<file path="config.mk">
export PLATFORM = sky130hd
export DESIGN_NAME = coreRrvCtrl
export DESIGN_NICKNAME = d
export VERILOG_FILES = /design/src/common/coreRrvPkg.sv /design/src/coreRrvCtrl.sv
export SDC_FILE = /design/constraint.sdc
export NUM_CORES = 1
export LEC_CHECK = 0
export ABC_AREA = 0
export ABC_CLOCK_PERIOD_IN_PS = 6400
export BUFFER_PORTS_ARGS = -buffer_cell sky130_fd_sc_hd__buf_2
export CAP_MARGIN = 10
export CORE_UTILIZATION = 40
export DETAILED_ROUTE_END_ITERATION = 8
export GPL_TIMING_DRIVEN = 1
export PLACE_DENSITY = 0.76
export SYNTH_ARGS = -nofsm -noshare
export SYNTH_HDL_FRONTEND = slang
export SYNTH_SLANG_ARGS = --single-unit
export TNS_END_PERCENT = 30
</file>
<file path="constraint.sdc">
create_clock -name Clock -period 6.4 [get_ports Clock]
set_input_delay 1.6 -clock Clock [delete_from_list [all_inputs] [get_ports Clock]]
set_output_delay 1.6 -clock Clock [all_outputs]
set_load 0.1 [all_outputs]
</file>
<file path="src/common/coreRrvPkg.sv">
//------------------------------------------------
// Shared definitions of the RV32I core
// Memory sizes and the NOP encoding
// Vector types, opcode and ALU enums
// Control records for execute, memory, write back
//------------------------------------------------
package coreRrvPkg;

    localparam int IMemDepth = 256;
    localparam int DMemDepth = 256;

    typedef logic [31:0] tWord;
    typedef logic [31:0] tPc;
    typedef logic [4:0]  tRegIdx;

    localparam tWord NopInstr = 32'h0000_0013; // ADDI x0, x0, 0

    typedef enum logic [6:0] {
        LUI    = 7'b0110111,
        AUIPC  = 7'b0010111,
        JAL    = 7'b1101111,
        JALR   = 7'b1100111,
        BRANCH = 7'b1100011,
        LOAD   = 7'b0000011,
        STORE  = 7'b0100011,
        I_OP   = 7'b0010011,
        R_OP   = 7'b0110011
    } tOpcode;

    typedef enum logic [3:0] {ADD, SUB, SLL, SLT, SLTU, XOR, SRL, SRA, OR, AND} tAluOp;
    typedef enum logic [2:0] {ImmI, ImmS, ImmB, ImmU, ImmJ} tImmType;
    typedef enum logic [2:0] {
        BEQ  = 3'b000,
        BNE  = 3'b001,
        BLT  = 3'b100,
        BGE  = 3'b101,
        BLTU = 3'b110,
        BGEU = 3'b111
    } tBranchType;
    typedef enum logic [1:0] {WbAlu, WbDMem, WbPc4} tWbSel;

    //------------------------------------------------
    // Control records leaving the control pipe
    //------------------------------------------------
    typedef struct packed {
        tRegIdx     RegSrc1Q102H;
        tRegIdx     RegSrc2Q102H;
        tAluOp      AluOpQ102H;
        logic       LuiQ102H;
        tBranchType BranchOpQ102H;
        logic       SelAluPcQ102H;
        logic       SelAluImmQ102H;
        logic       SelNextPcAluOutBQ102H;
        logic       SelNextPcAluOutJQ102H;
        tRegIdx     RegDstQ103H;        // Writers seen by the forwarding muxes
        logic       RegWrEnQ103H;
        tRegIdx     RegDstQ104H;
        logic       RegWrEnQ104H;
        logic       DMemRdEnQ104H;      // Q104H result comes from the load data
        tRegIdx     RegDstQ105H;
        logic       RegWrEnQ105H;
    } tCtrlExe;

    typedef struct packed {
        logic DMemWrEnQ103H;
        logic DMemRdEnQ103H;
    } tCtrlMem;

    typedef struct packed {
        tRegIdx RegDstQ105H;
        logic   RegWrEnQ105H;
        tWbSel  SelWrBackQ105H;
    } tCtrlWb;

endpackage
</file>
<file path="src/coreRrvCtrl.sv">
//------------------------------------------------
// Core control
// Decode and immediate generation in Q101H
// Load-use stall, redirect flush, stage readies
// Control pipe and valid bits Q102H to Q105H
//------------------------------------------------
`timescale 1ns/1ps

module coreRrvCtrl
    import coreRrvPkg::*;
(
    input  logic          Clock,
    input  logic          rstN,
    input  tWord          PreInstructionQ101H,
    input  tPc            PcQ101H,
    input  logic          BranchCondMetQ102H,
    input  logic          DMemReady,
    output logic          ReadyQ100H,
    output logic          ReadyQ101H,
    output logic          ReadyQ102H,
    output logic          ReadyQ103H,
    output logic          ReadyQ104H,
    output logic          ReadyQ105H,
    output tRegIdx        RegSrc1Q101H,
    output tRegIdx        RegSrc2Q101H,
    output tWord          ImmediateQ101H,
    output logic          SelNextPcAluOutQ102H,
    output var tCtrlExe   CtrlExe,
    output var tCtrlMem   CtrlMem,
    output var tCtrlWb    CtrlWb
);

    typedef struct packed {
        tRegIdx     RegSrc1;
        tRegIdx     RegSrc2;
        tRegIdx     RegDst;
        tAluOp      AluOp;
        tBranchType BranchOp;
        tWbSel      SelWrBack;
        logic       Lui;
        logic       SelAluPc;
        logic       SelAluImm;
        logic       SelNextPcAluOutB;
        logic       SelNextPcAluOutJ;
        logic       RegWrEn;
        logic       DMemWrEn;
        logic       DMemRdEn;
    } tCtrlRec;

    tCtrlRec CtrlQ101H, CtrlQ102H, CtrlQ103H, CtrlQ104H, CtrlQ105H;
    tWord    InstructionQ101H;
    tOpcode  OpcodeQ101H;
    tImmType ImmTypeQ101H;
    logic [2:0] Funct3Q101H;
    logic [6:0] Funct7Q101H;
    logic FetchValidQ101H, FlushQ101H, FlushQ103H, LoadHzrdQ101H, PreValidQ101H;
    logic ValidQ102H, ValidQ103H, ValidQ104H, ValidQ105H;
    logic CoreFreeze;

    assign CoreFreeze = !DMemReady;

    //------------------------------------------------
    // Hazards and flush
    //------------------------------------------------
    // Taken branch or jump, plus the one it flushed a cycle ago
    assign SelNextPcAluOutQ102H = BranchCondMetQ102H || CtrlQ102H.SelNextPcAluOutJ;
    assign FlushQ101H = SelNextPcAluOutQ102H || FlushQ103H;

    always_comb begin
        LoadHzrdQ101H = 1'b0;
        for (int s = 0; s < 2; s++) begin
            tCtrlRec Rec;
            Rec = (s == 0) ? CtrlQ102H : CtrlQ103H;
            if (Rec.DMemRdEn && Rec.RegWrEn &&
                (PreInstructionQ101H[19:15] == Rec.RegDst ||
                 PreInstructionQ101H[24:20] == Rec.RegDst))
                LoadHzrdQ101H = 1'b1;
        end
        LoadHzrdQ101H = LoadHzrdQ101H && !FlushQ101H; // Redirect wins
    end

    assign PreValidQ101H    = FetchValidQ101H && !FlushQ101H && !LoadHzrdQ101H;
    assign InstructionQ101H = PreValidQ101H ? PreInstructionQ101H : NopInstr;

    assign ReadyQ105H = !CoreFreeze;
    assign ReadyQ104H = !CoreFreeze;
    assign ReadyQ103H = !CoreFreeze;
    assign ReadyQ102H = !CoreFreeze;
    assign ReadyQ101H = !CoreFreeze && !LoadHzrdQ101H;
    assign ReadyQ100H = ReadyQ101H;

    //------------------------------------------------
    // Decode
    //------------------------------------------------
    assign OpcodeQ101H  = tOpcode'(InstructionQ101H[6:0]);
    assign Funct3Q101H  = InstructionQ101H[14:12];
    assign Funct7Q101H  = InstructionQ101H[31:25];
    assign RegSrc1Q101H = CtrlQ101H.RegSrc1;
    assign RegSrc2Q101H = CtrlQ101H.RegSrc2;

    always_comb begin
        CtrlQ101H                  = '0;
        CtrlQ101H.RegSrc1          = InstructionQ101H[19:15];
        CtrlQ101H.RegSrc2          = InstructionQ101H[24:20];
        CtrlQ101H.RegDst           = InstructionQ101H[11:7];
        CtrlQ101H.BranchOp         = tBranchType'(Funct3Q101H);
        CtrlQ101H.Lui              = (OpcodeQ101H == LUI);
        CtrlQ101H.SelAluPc         = OpcodeQ101H inside {JAL, BRANCH, AUIPC};
        CtrlQ101H.SelAluImm        = (OpcodeQ101H != R_OP);
        CtrlQ101H.SelNextPcAluOutB = (OpcodeQ101H == BRANCH);
        CtrlQ101H.SelNextPcAluOutJ = OpcodeQ101H inside {JAL, JALR};
        CtrlQ101H.DMemWrEn         = (OpcodeQ101H == STORE);
        CtrlQ101H.DMemRdEn         = (OpcodeQ101H == LOAD);
        // x0 is never a write target from here on
        CtrlQ101H.RegWrEn = (OpcodeQ101H inside {LUI, AUIPC, JAL, JALR, LOAD, I_OP, R_OP})
                            && (InstructionQ101H[11:7] != '0);
        CtrlQ101H.SelWrBack = CtrlQ101H.SelNextPcAluOutJ ? WbPc4 :
                              CtrlQ101H.DMemRdEn         ? WbDMem : WbAlu;
        CtrlQ101H.AluOp = ADD;  // Address and link math
        if (OpcodeQ101H == R_OP || OpcodeQ101H == I_OP) begin
            case (Funct3Q101H)
                3'b000:  CtrlQ101H.AluOp = (OpcodeQ101H == R_OP && Funct7Q101H[5]) ? SUB : ADD;
                3'b001:  CtrlQ101H.AluOp = SLL;
                3'b010:  CtrlQ101H.AluOp = SLT;
                3'b011:  CtrlQ101H.AluOp = SLTU;
                3'b100:  CtrlQ101H.AluOp = XOR;
                3'b101:  CtrlQ101H.AluOp = Funct7Q101H[5] ? SRA : SRL;
                3'b110:  CtrlQ101H.AluOp = OR;
                default: CtrlQ101H.AluOp = AND;
            endcase
        end
    end

    // Immediate generator
    always_comb begin
        case (OpcodeQ101H)
            LUI, AUIPC: ImmTypeQ101H = ImmU;
            JAL:        ImmTypeQ101H = ImmJ;
            BRANCH:     ImmTypeQ101H = ImmB;
            STORE:      ImmTypeQ101H = ImmS;
            default:    ImmTypeQ101H = ImmI;
        endcase
        case (ImmTypeQ101H)
            ImmU:    ImmediateQ101H = {InstructionQ101H[31:12], 12'b0};
            ImmJ:    ImmediateQ101H = {{12{InstructionQ101H[31]}}, InstructionQ101H[19:12],
                                       InstructionQ101H[20], InstructionQ101H[30:21], 1'b0};
            ImmB:    ImmediateQ101H = {{20{InstructionQ101H[31]}}, InstructionQ101H[7],
                                       InstructionQ101H[30:25], InstructionQ101H[11:8], 1'b0};
            ImmS:    ImmediateQ101H = {{20{InstructionQ101H[31]}}, InstructionQ101H[31:25],
                                       InstructionQ101H[11:7]};
            default: ImmediateQ101H = {{20{InstructionQ101H[31]}}, InstructionQ101H[31:20]};
        endcase
    end

    //------------------------------------------------
    // Control pipe
    //------------------------------------------------
    always_ff @(posedge Clock) begin
        if (!rstN) begin
            FetchValidQ101H <= 1'b0;
            FlushQ103H      <= 1'b0;
            {CtrlQ102H, CtrlQ103H, CtrlQ104H, CtrlQ105H} <= '0;
            {ValidQ102H, ValidQ103H, ValidQ104H, ValidQ105H} <= '0;
        end else begin
            if (ReadyQ101H)
                FetchValidQ101H <= 1'b1;        // First fetch after reset landed
            if (ReadyQ102H) begin
                CtrlQ102H  <= CtrlQ101H;
                ValidQ102H <= PreValidQ101H;
            end
            if (ReadyQ103H) begin
                CtrlQ103H  <= CtrlQ102H;
                ValidQ103H <= ValidQ102H;
                FlushQ103H <= SelNextPcAluOutQ102H;
            end
            if (ReadyQ104H) begin
                CtrlQ104H  <= CtrlQ103H;
                ValidQ104H <= ValidQ103H;
            end
            if (ReadyQ105H) begin
                CtrlQ105H  <= CtrlQ104H;
                ValidQ105H <= ValidQ104H;
            end
        end
    end

    always_comb begin
        CtrlExe.RegSrc1Q102H          = CtrlQ102H.RegSrc1;
        CtrlExe.RegSrc2Q102H          = CtrlQ102H.RegSrc2;
        CtrlExe.AluOpQ102H            = CtrlQ102H.AluOp;
        CtrlExe.LuiQ102H              = CtrlQ102H.Lui;
        CtrlExe.BranchOpQ102H         = CtrlQ102H.BranchOp;
        CtrlExe.SelAluPcQ102H         = CtrlQ102H.SelAluPc;
        CtrlExe.SelAluImmQ102H        = CtrlQ102H.SelAluImm;
        CtrlExe.SelNextPcAluOutBQ102H = CtrlQ102H.SelNextPcAluOutB;
        CtrlExe.SelNextPcAluOutJQ102H = CtrlQ102H.SelNextPcAluOutJ;
        CtrlExe.RegDstQ103H           = CtrlQ103H.RegDst;
        CtrlExe.RegWrEnQ103H          = CtrlQ103H.RegWrEn && ValidQ103H;
        CtrlExe.RegDstQ104H           = CtrlQ104H.RegDst;
        CtrlExe.RegWrEnQ104H          = CtrlQ104H.RegWrEn && ValidQ104H;
        CtrlExe.DMemRdEnQ104H         = CtrlQ104H.DMemRdEn;
        CtrlExe.RegDstQ105H           = CtrlQ105H.RegDst;
        CtrlExe.RegWrEnQ105H          = CtrlQ105H.RegWrEn && ValidQ105H;
        CtrlMem.DMemWrEnQ103H         = CtrlQ103H.DMemWrEn && ValidQ103H;
        CtrlMem.DMemRdEnQ103H         = CtrlQ103H.DMemRdEn && ValidQ103H;
        CtrlWb.RegDstQ105H            = CtrlQ105H.RegDst;
        CtrlWb.RegWrEnQ105H           = CtrlQ105H.RegWrEn && ValidQ105H && ReadyQ105H;
        CtrlWb.SelWrBackQ105H         = CtrlQ105H.SelWrBack;
    end

    // Decode keeps x0 out of the write path all the way to Q105H
    aWbNotX0: assert property (@(posedge Clock) disable iff (!rstN)
        CtrlWb.RegWrEnQ105H |-> CtrlWb.RegDstQ105H != '0);
    // The bubble a stall leaves in Q102H never redirects
    aStallNoRedirect: assert property (@(posedge Clock) disable iff (!rstN)
        (DMemReady && !ReadyQ101H) |=> !SelNextPcAluOutQ102H);

endmodule

</file>
Word level (Yosys, flattened, before mapping)
Cells that the tools add are included.

Flip-flop bits (word level): 65. Output and inout bits: 100. Logic and storage cells: 96.

Equal/unequal tests: 24. Muxes and demuxes: 11. Reduce and logical (&&, ||, !) cells: 29.

Operators with widths (count): $pmux 31 s4 (1); $mux 32 (1); $pmux 4 s7 (1); $eq 7x6->1 const B (3); $eq 7x7->1 const B (3); $eq 5x5->1 (4); $logic_and 1x1->1 (16); $eq 7x5->1 const B (2); $eq 3x2->1 const B (4); $eq 3x3->1 const B (4); $pmux 3 s4 (1); $eq 7x2->1 const B (1); $ne 7x6->1 const B (1); $reduce_bool 7->1 (1); $eq 3x1->1 const B (2); $logic_or 1x1->1 (5); $mux 1 (5); $reduce_bool 5->1 (1); $mux 4 (1); $logic_not 3->1 (1); $reduce_bool 3->1 (1); $logic_not 1->1 (2); $mux 2 (1); $reduce_bool 2->1 (1); $reduce_or 2->1 (1).

Longest topological paths before layout
Word-level depth: 14. Depth in mapped cells: 8. Gate-level depth less buffers: 5.

Worst setup path before layout
OpenSTA, ideal clock, no wires.

Kind: input to output. From: input PreInstructionQ101H[20]. To: output ReadyQ101H. Arrival: 5134 ps. Data required time: 4800 ps. Path slack: -334 ps. Stages: 7. Path through: buf_2 -> xor2_1 -> nor2_1 -> a22oi_1 -> nand2_1 -> a21boi_0 -> buf_4.

Longest elaborated chain between the ends: 8.

RTL lines: from (decl) (line coreRrvCtrl.sv:14) `input tWord PreInstructionQ101H,`; $eq 5x5->1 (line coreRrvCtrl.sv:76) `PreInstructionQ101H[24:20] == Rec.RegDst))`; $logic_or 1x1->1 (line coreRrvCtrl.sv:75) `(PreInstructionQ101H[19:15] == Rec.RegDst ||`; $logic_and 1x1->1 (line coreRrvCtrl.sv:74) `if (Rec.DMemRdEn && Rec.RegWrEn &&`; $mux 1 (line coreRrvCtrl.sv:74); $mux 1 * (line coreRrvCtrl.sv:74); $logic_and 1x1->1 * (line coreRrvCtrl.sv:79) `LoadHzrdQ101H = LoadHzrdQ101H && !FlushQ101H;`; $logic_not 1->1 * (line coreRrvCtrl.sv:89) `assign ReadyQ101H = !CoreFreeze && !LoadHzrdQ101H;`; $logic_and 1x1->1 * (line coreRrvCtrl.sv:89); to (decl) (line coreRrvCtrl.sv:19) `output logic ReadyQ101H,`.

Every way passes the cells marked *; elsewhere a longest branch is shown, timed or not.

Final worst setup path
From: input PreInstructionQ101H[23]. To: output ImmediateQ101H[13].

Longest elaborated chain between the ends: 14.

RTL lines: $eq 5x5->1 (line coreRrvCtrl.sv:76); $logic_or 1x1->1 (line coreRrvCtrl.sv:75); $logic_and 1x1->1 (line coreRrvCtrl.sv:74); $mux 1 (line coreRrvCtrl.sv:74); $mux 1 * (line coreRrvCtrl.sv:74); $logic_and 1x1->1 * (line coreRrvCtrl.sv:79); $logic_not 1->1 * (line coreRrvCtrl.sv:82) `assign PreValidQ101H = FetchValidQ101H && !FlushQ101H && !LoadHzrdQ101H;`; $logic_and 1x1->1 * (line coreRrvCtrl.sv:82); $mux 32 * (line coreRrvCtrl.sv:83) `assign InstructionQ101H = PreValidQ101H ? PreInstructionQ101H : NopInstr;`; $eq 7x6->1 or $eq 7x5->1 (tied branches) (line coreRrvCtrl.sv:136) `case (OpcodeQ101H)`; $reduce_or 2->1 (line coreRrvCtrl.sv:136); $pmux 3 s4 (line coreRrvCtrl.sv:136); $eq 3x1->1 (tied with other cells) (line coreRrvCtrl.sv:143) `case (ImmTypeQ101H)`; $pmux 31 s4 * (line coreRrvCtrl.sv:143); to (decl) (line coreRrvCtrl.sv:26) `output tWord ImmediateQ101H,`.

Marked as above.

==> metrics.md <==
| Metric | Value |
|---|---|
| Setup TNS | 0 ns |
| Register area | 1280 um^2 |
| Routed vias/inst | 5.10 |
| Port Buffers | 135 |
| Detailed Place HPWL | 7110 um |
| Post-Synthesis Cells | 459 |
| Clk sink count | 64 |
| CTS H-tree lvls | 3 |
| CP arrival | 3.97 ns |
| Root Buffer | clkbuf_8 |
| Commonest non-fill, non-tap cell in the layout | buf_2 |
| Largest net degree at the start of global routing | 45 |
| CTS Buf Count | 9 |
| Worst hold slack | 0.454 ns |
| First-pass GRT wire length | 14900 um |
| Startpoint types | primary input |
| CP Capture Type | primary output |
| Mux contribution to synthesized area | 8.31% |
| Synth Area per Inst | 8.14 um^2 |
| Sequential share of power | 42.4% |
| Clock Tree Buf Depth | 2 |
| Final Util | 47.7% |
| Main combinational cell family by area after synthesis | simple AND/OR/NAND/NOR gates |
| Drc violations | 0 |
| Cell Rows | 34 |
| Xor and xnor area share after synthesis | 4.69% |
| Fin. max-slew vios | 0 |
| GRT Residual Overflow | 0 |
| Fin crit period | 5.57 ns |
| Post-CTS setup buffer count | 0 |
| Leak | 2.06 nW |
| Final setup viols | 0 |
| Multi-input gate area | 1850 um^2 |
| # Max-Cap Violations | 0 |
| Global-route track usage on met2 | 34.8% |
| Final Hold Viols | 0 |
| Sw frac | 34.5% |
| Initial antenna violation count | 0 |
| Area Overhead vs Synth | 13.6% |
| PwrDens | 226 nW/um^2 |
| Synth Cell Area | 3730 um^2 |
| Share of cells above drive strength 1 | 32.3% |
| Final instance area | 4240 um^2 |
| Post-synthesis sequential area ratio | 34.3% |
| Synth warn | 0 |
| Detail Route Antenna Nets | 0 |
| Peak supply drop | 0.0000940 V |
| Starting Density | 42.0% |
| Most used routing layer | met2 |
| Adder-cell area share of the yosys netlist | 0% |
| Worst Hold Class | register to register |
| Vias in the first global route | 3065 |
| Fin crit share | 87.0% |
| CTS tree | yes |
| Core footprint | 8890 um^2 |
| # resized after CTS | 0 |
| NetSw | 0.330 mW |
| Hold Path Origin | CtrlExe[23] |
| RSZ-0062 raised after global routing | false |
| Post-synthesis compound-gate area fraction | 13.2% |
| Syn Nets | 527 |
| Commonest cells after routing, fill and taps aside | buf_2 (135), dfxtp_1 (64), nand2_1 (50) |
| Placed Instance Area | 4020 um^2 |
| Int Pwr | 0.627 mW |
| Total power | 0.957 mW |
| Layout Cells excl Fill | 632 |
| Die X | 98.6 um |
| GRT Overall Usage | 19.8% |
| First-pass iteration count of the detailed router | 4 |
| Fmax | 180 MHz |
| Worst-path clk slew | 0.07 ns |
| Total die area | 9730 um^2 |
| Status | completed |
| Slew margin rel. | 46.1% |
| Die Y-Extent | 98.6 um |
| DR vias | 3221 |
| M1 GR Usage | 23.1% |
| Fin Clk Skew | 0.0128 ns |
| N_diodes | 0 |
| Worst skew pair latency | 0.34 ns |
| WP data required | 4.80 ns |
| Final WL | 9620 um |
| Pre-CTS setup slack | 0.865 ns |
| Worst-Margin Slew | 0.806 ns |
| CP Max Fanout | 38 |
| Combinational fraction of design power | 21.7% |
| Yosys reg bits | 64 |
| CTS Hold Bufs | 0 |
| PnR worst setup slack | 0.831 ns |
| # placed instances | 615 |
| Fillers | 903 |
| Wire per inst | 15.2 um |
| Routability cong. | 0.825 |
| GR met3 Demand/Resource | 4.18% |
| RR Startpoint | CtrlExe[17] |
| Setup Crit Path Kind | primary input to primary output |
| Clock power share | 35.9% |
| Synth unique cells | 37 |
| Initial DRC Count | 132 |
| # IOs | 168 |
| Worst Setup SP | PreInstructionQ101H[23] |
| Final #Nets | 587 |
| Simple-Gate Fraction of Synth Area | 22.9% |
[registers in the layout, summed over array words and instances, names as in the netlist, 2 cells and up]
name,cells
CtrlWb,2
CtrlQ103H,5
CtrlQ102H,10
CtrlQ104H,3
CtrlExe,37
[final timing paths]
check | end | slack [ns] | cells after the start
max | ImmediateQ101H[13] | 0.83 | 8
min | CtrlExe[23] | 0.45 | 2
max reg2reg | CtrlExe[37] | 3.98 | 6
min reg2reg | CtrlExe[23] | 0.45 | 2
[synth_stat cells]
cell type | number | area [um^2]
nor3_1 | 1 | 5.00
a31oi_1 | 2 | 12.5
buf_2 | 3 | 15.0
a211o_1 | 1 | 8.76
and4b_1 | 1 | 10.0
a21oi_1 | 20 | 100
buf_1 | 5 | 18.8
inv_1 | 14 | 52.6
or4_1 | 1 | 7.51
o21bai_1 | 1 | 7.51
or3_1 | 2 | 12.5
and3_1 | 3 | 18.8
a21boi_0 | 2 | 15.0
o21ai_0 | 21 | 105
mux2i_1 | 31 | 310
nand2b_1 | 2 | 12.5
nor4_2 | 1 | 12.5
o2111ai_1 | 1 | 8.76
xor2_1 | 20 | 175
o31ai_1 | 5 | 37.5
dfxtp_1 | 64 | 1280
nand3_1 | 13 | 65.1
a22oi_1 | 7 | 52.6
and4_1 | 2 | 17.5
nor2b_1 | 34 | 213
o31ai_2 | 10 | 125
or2_2 | 2 | 12.5
o221a_2 | 1 | 11.3
nor3b_1 | 7 | 52.6
buf_4 | 61 | 458
and2_1 | 8 | 50.1
nand4_2 | 1 | 12.5
nor4_1 | 5 | 31.3
nor2_1 | 36 | 135
a221oi_1 | 1 | 8.76
clkbuf_1 | 20 | 75.1
nand2_1 | 50 | 188
[layer usage]
layer  share of wire (%)  wire [um]
met1                  43       4130
met2                  49       4730
met3                 6.5        623
met4                 1.4        139
met5                   0          0
[logic make-up after synthesis]
kind of cell / Yosys count
XOR/XNOR: 20
multiplexers: 31
AO/OA/AOI/OAI: 72
flip-flops: 64
AND/OR/NAND/NOR: 169
buffers and inverters: 103
[critical path: stages]
cell and delay (ns):
buf_2 0.20, xor2_1 0.19, nor4_1 0.08, a22oi_1 0.41, nand4_4 0.51, buf_12 0.36
a21oi_1 0.15, buf_2 0.45
[power by group through the flow]
stage / logic, mW / clock network, mW / registers (mW)
5_1_grt: 0.217 / 0.367 / 0.406
4_1_cts: 0.205 / 0.351 / 0.406
2_1_floorplan: 0.168 / 0 / 0.414
6_report: 0.207 / 0.344 / 0.406
3_3_place_gp: 0.202 / 0 / 0.414
3_5_place_dp: 0.205 / 0 / 0.415
[area by class of cell]
type                            instances  area share, %
Clock buffer                           10           3.01
Clock inverter                          6           1.62
Inverter                               14           1.24
Multi-Input combinational cell        292           43.5
Sequential cell                        64           30.2
Tap cell                              108           3.19
Timing Repair Buffer                  138           17.2
Note: power is estimated with default switching activity, not from simulation.
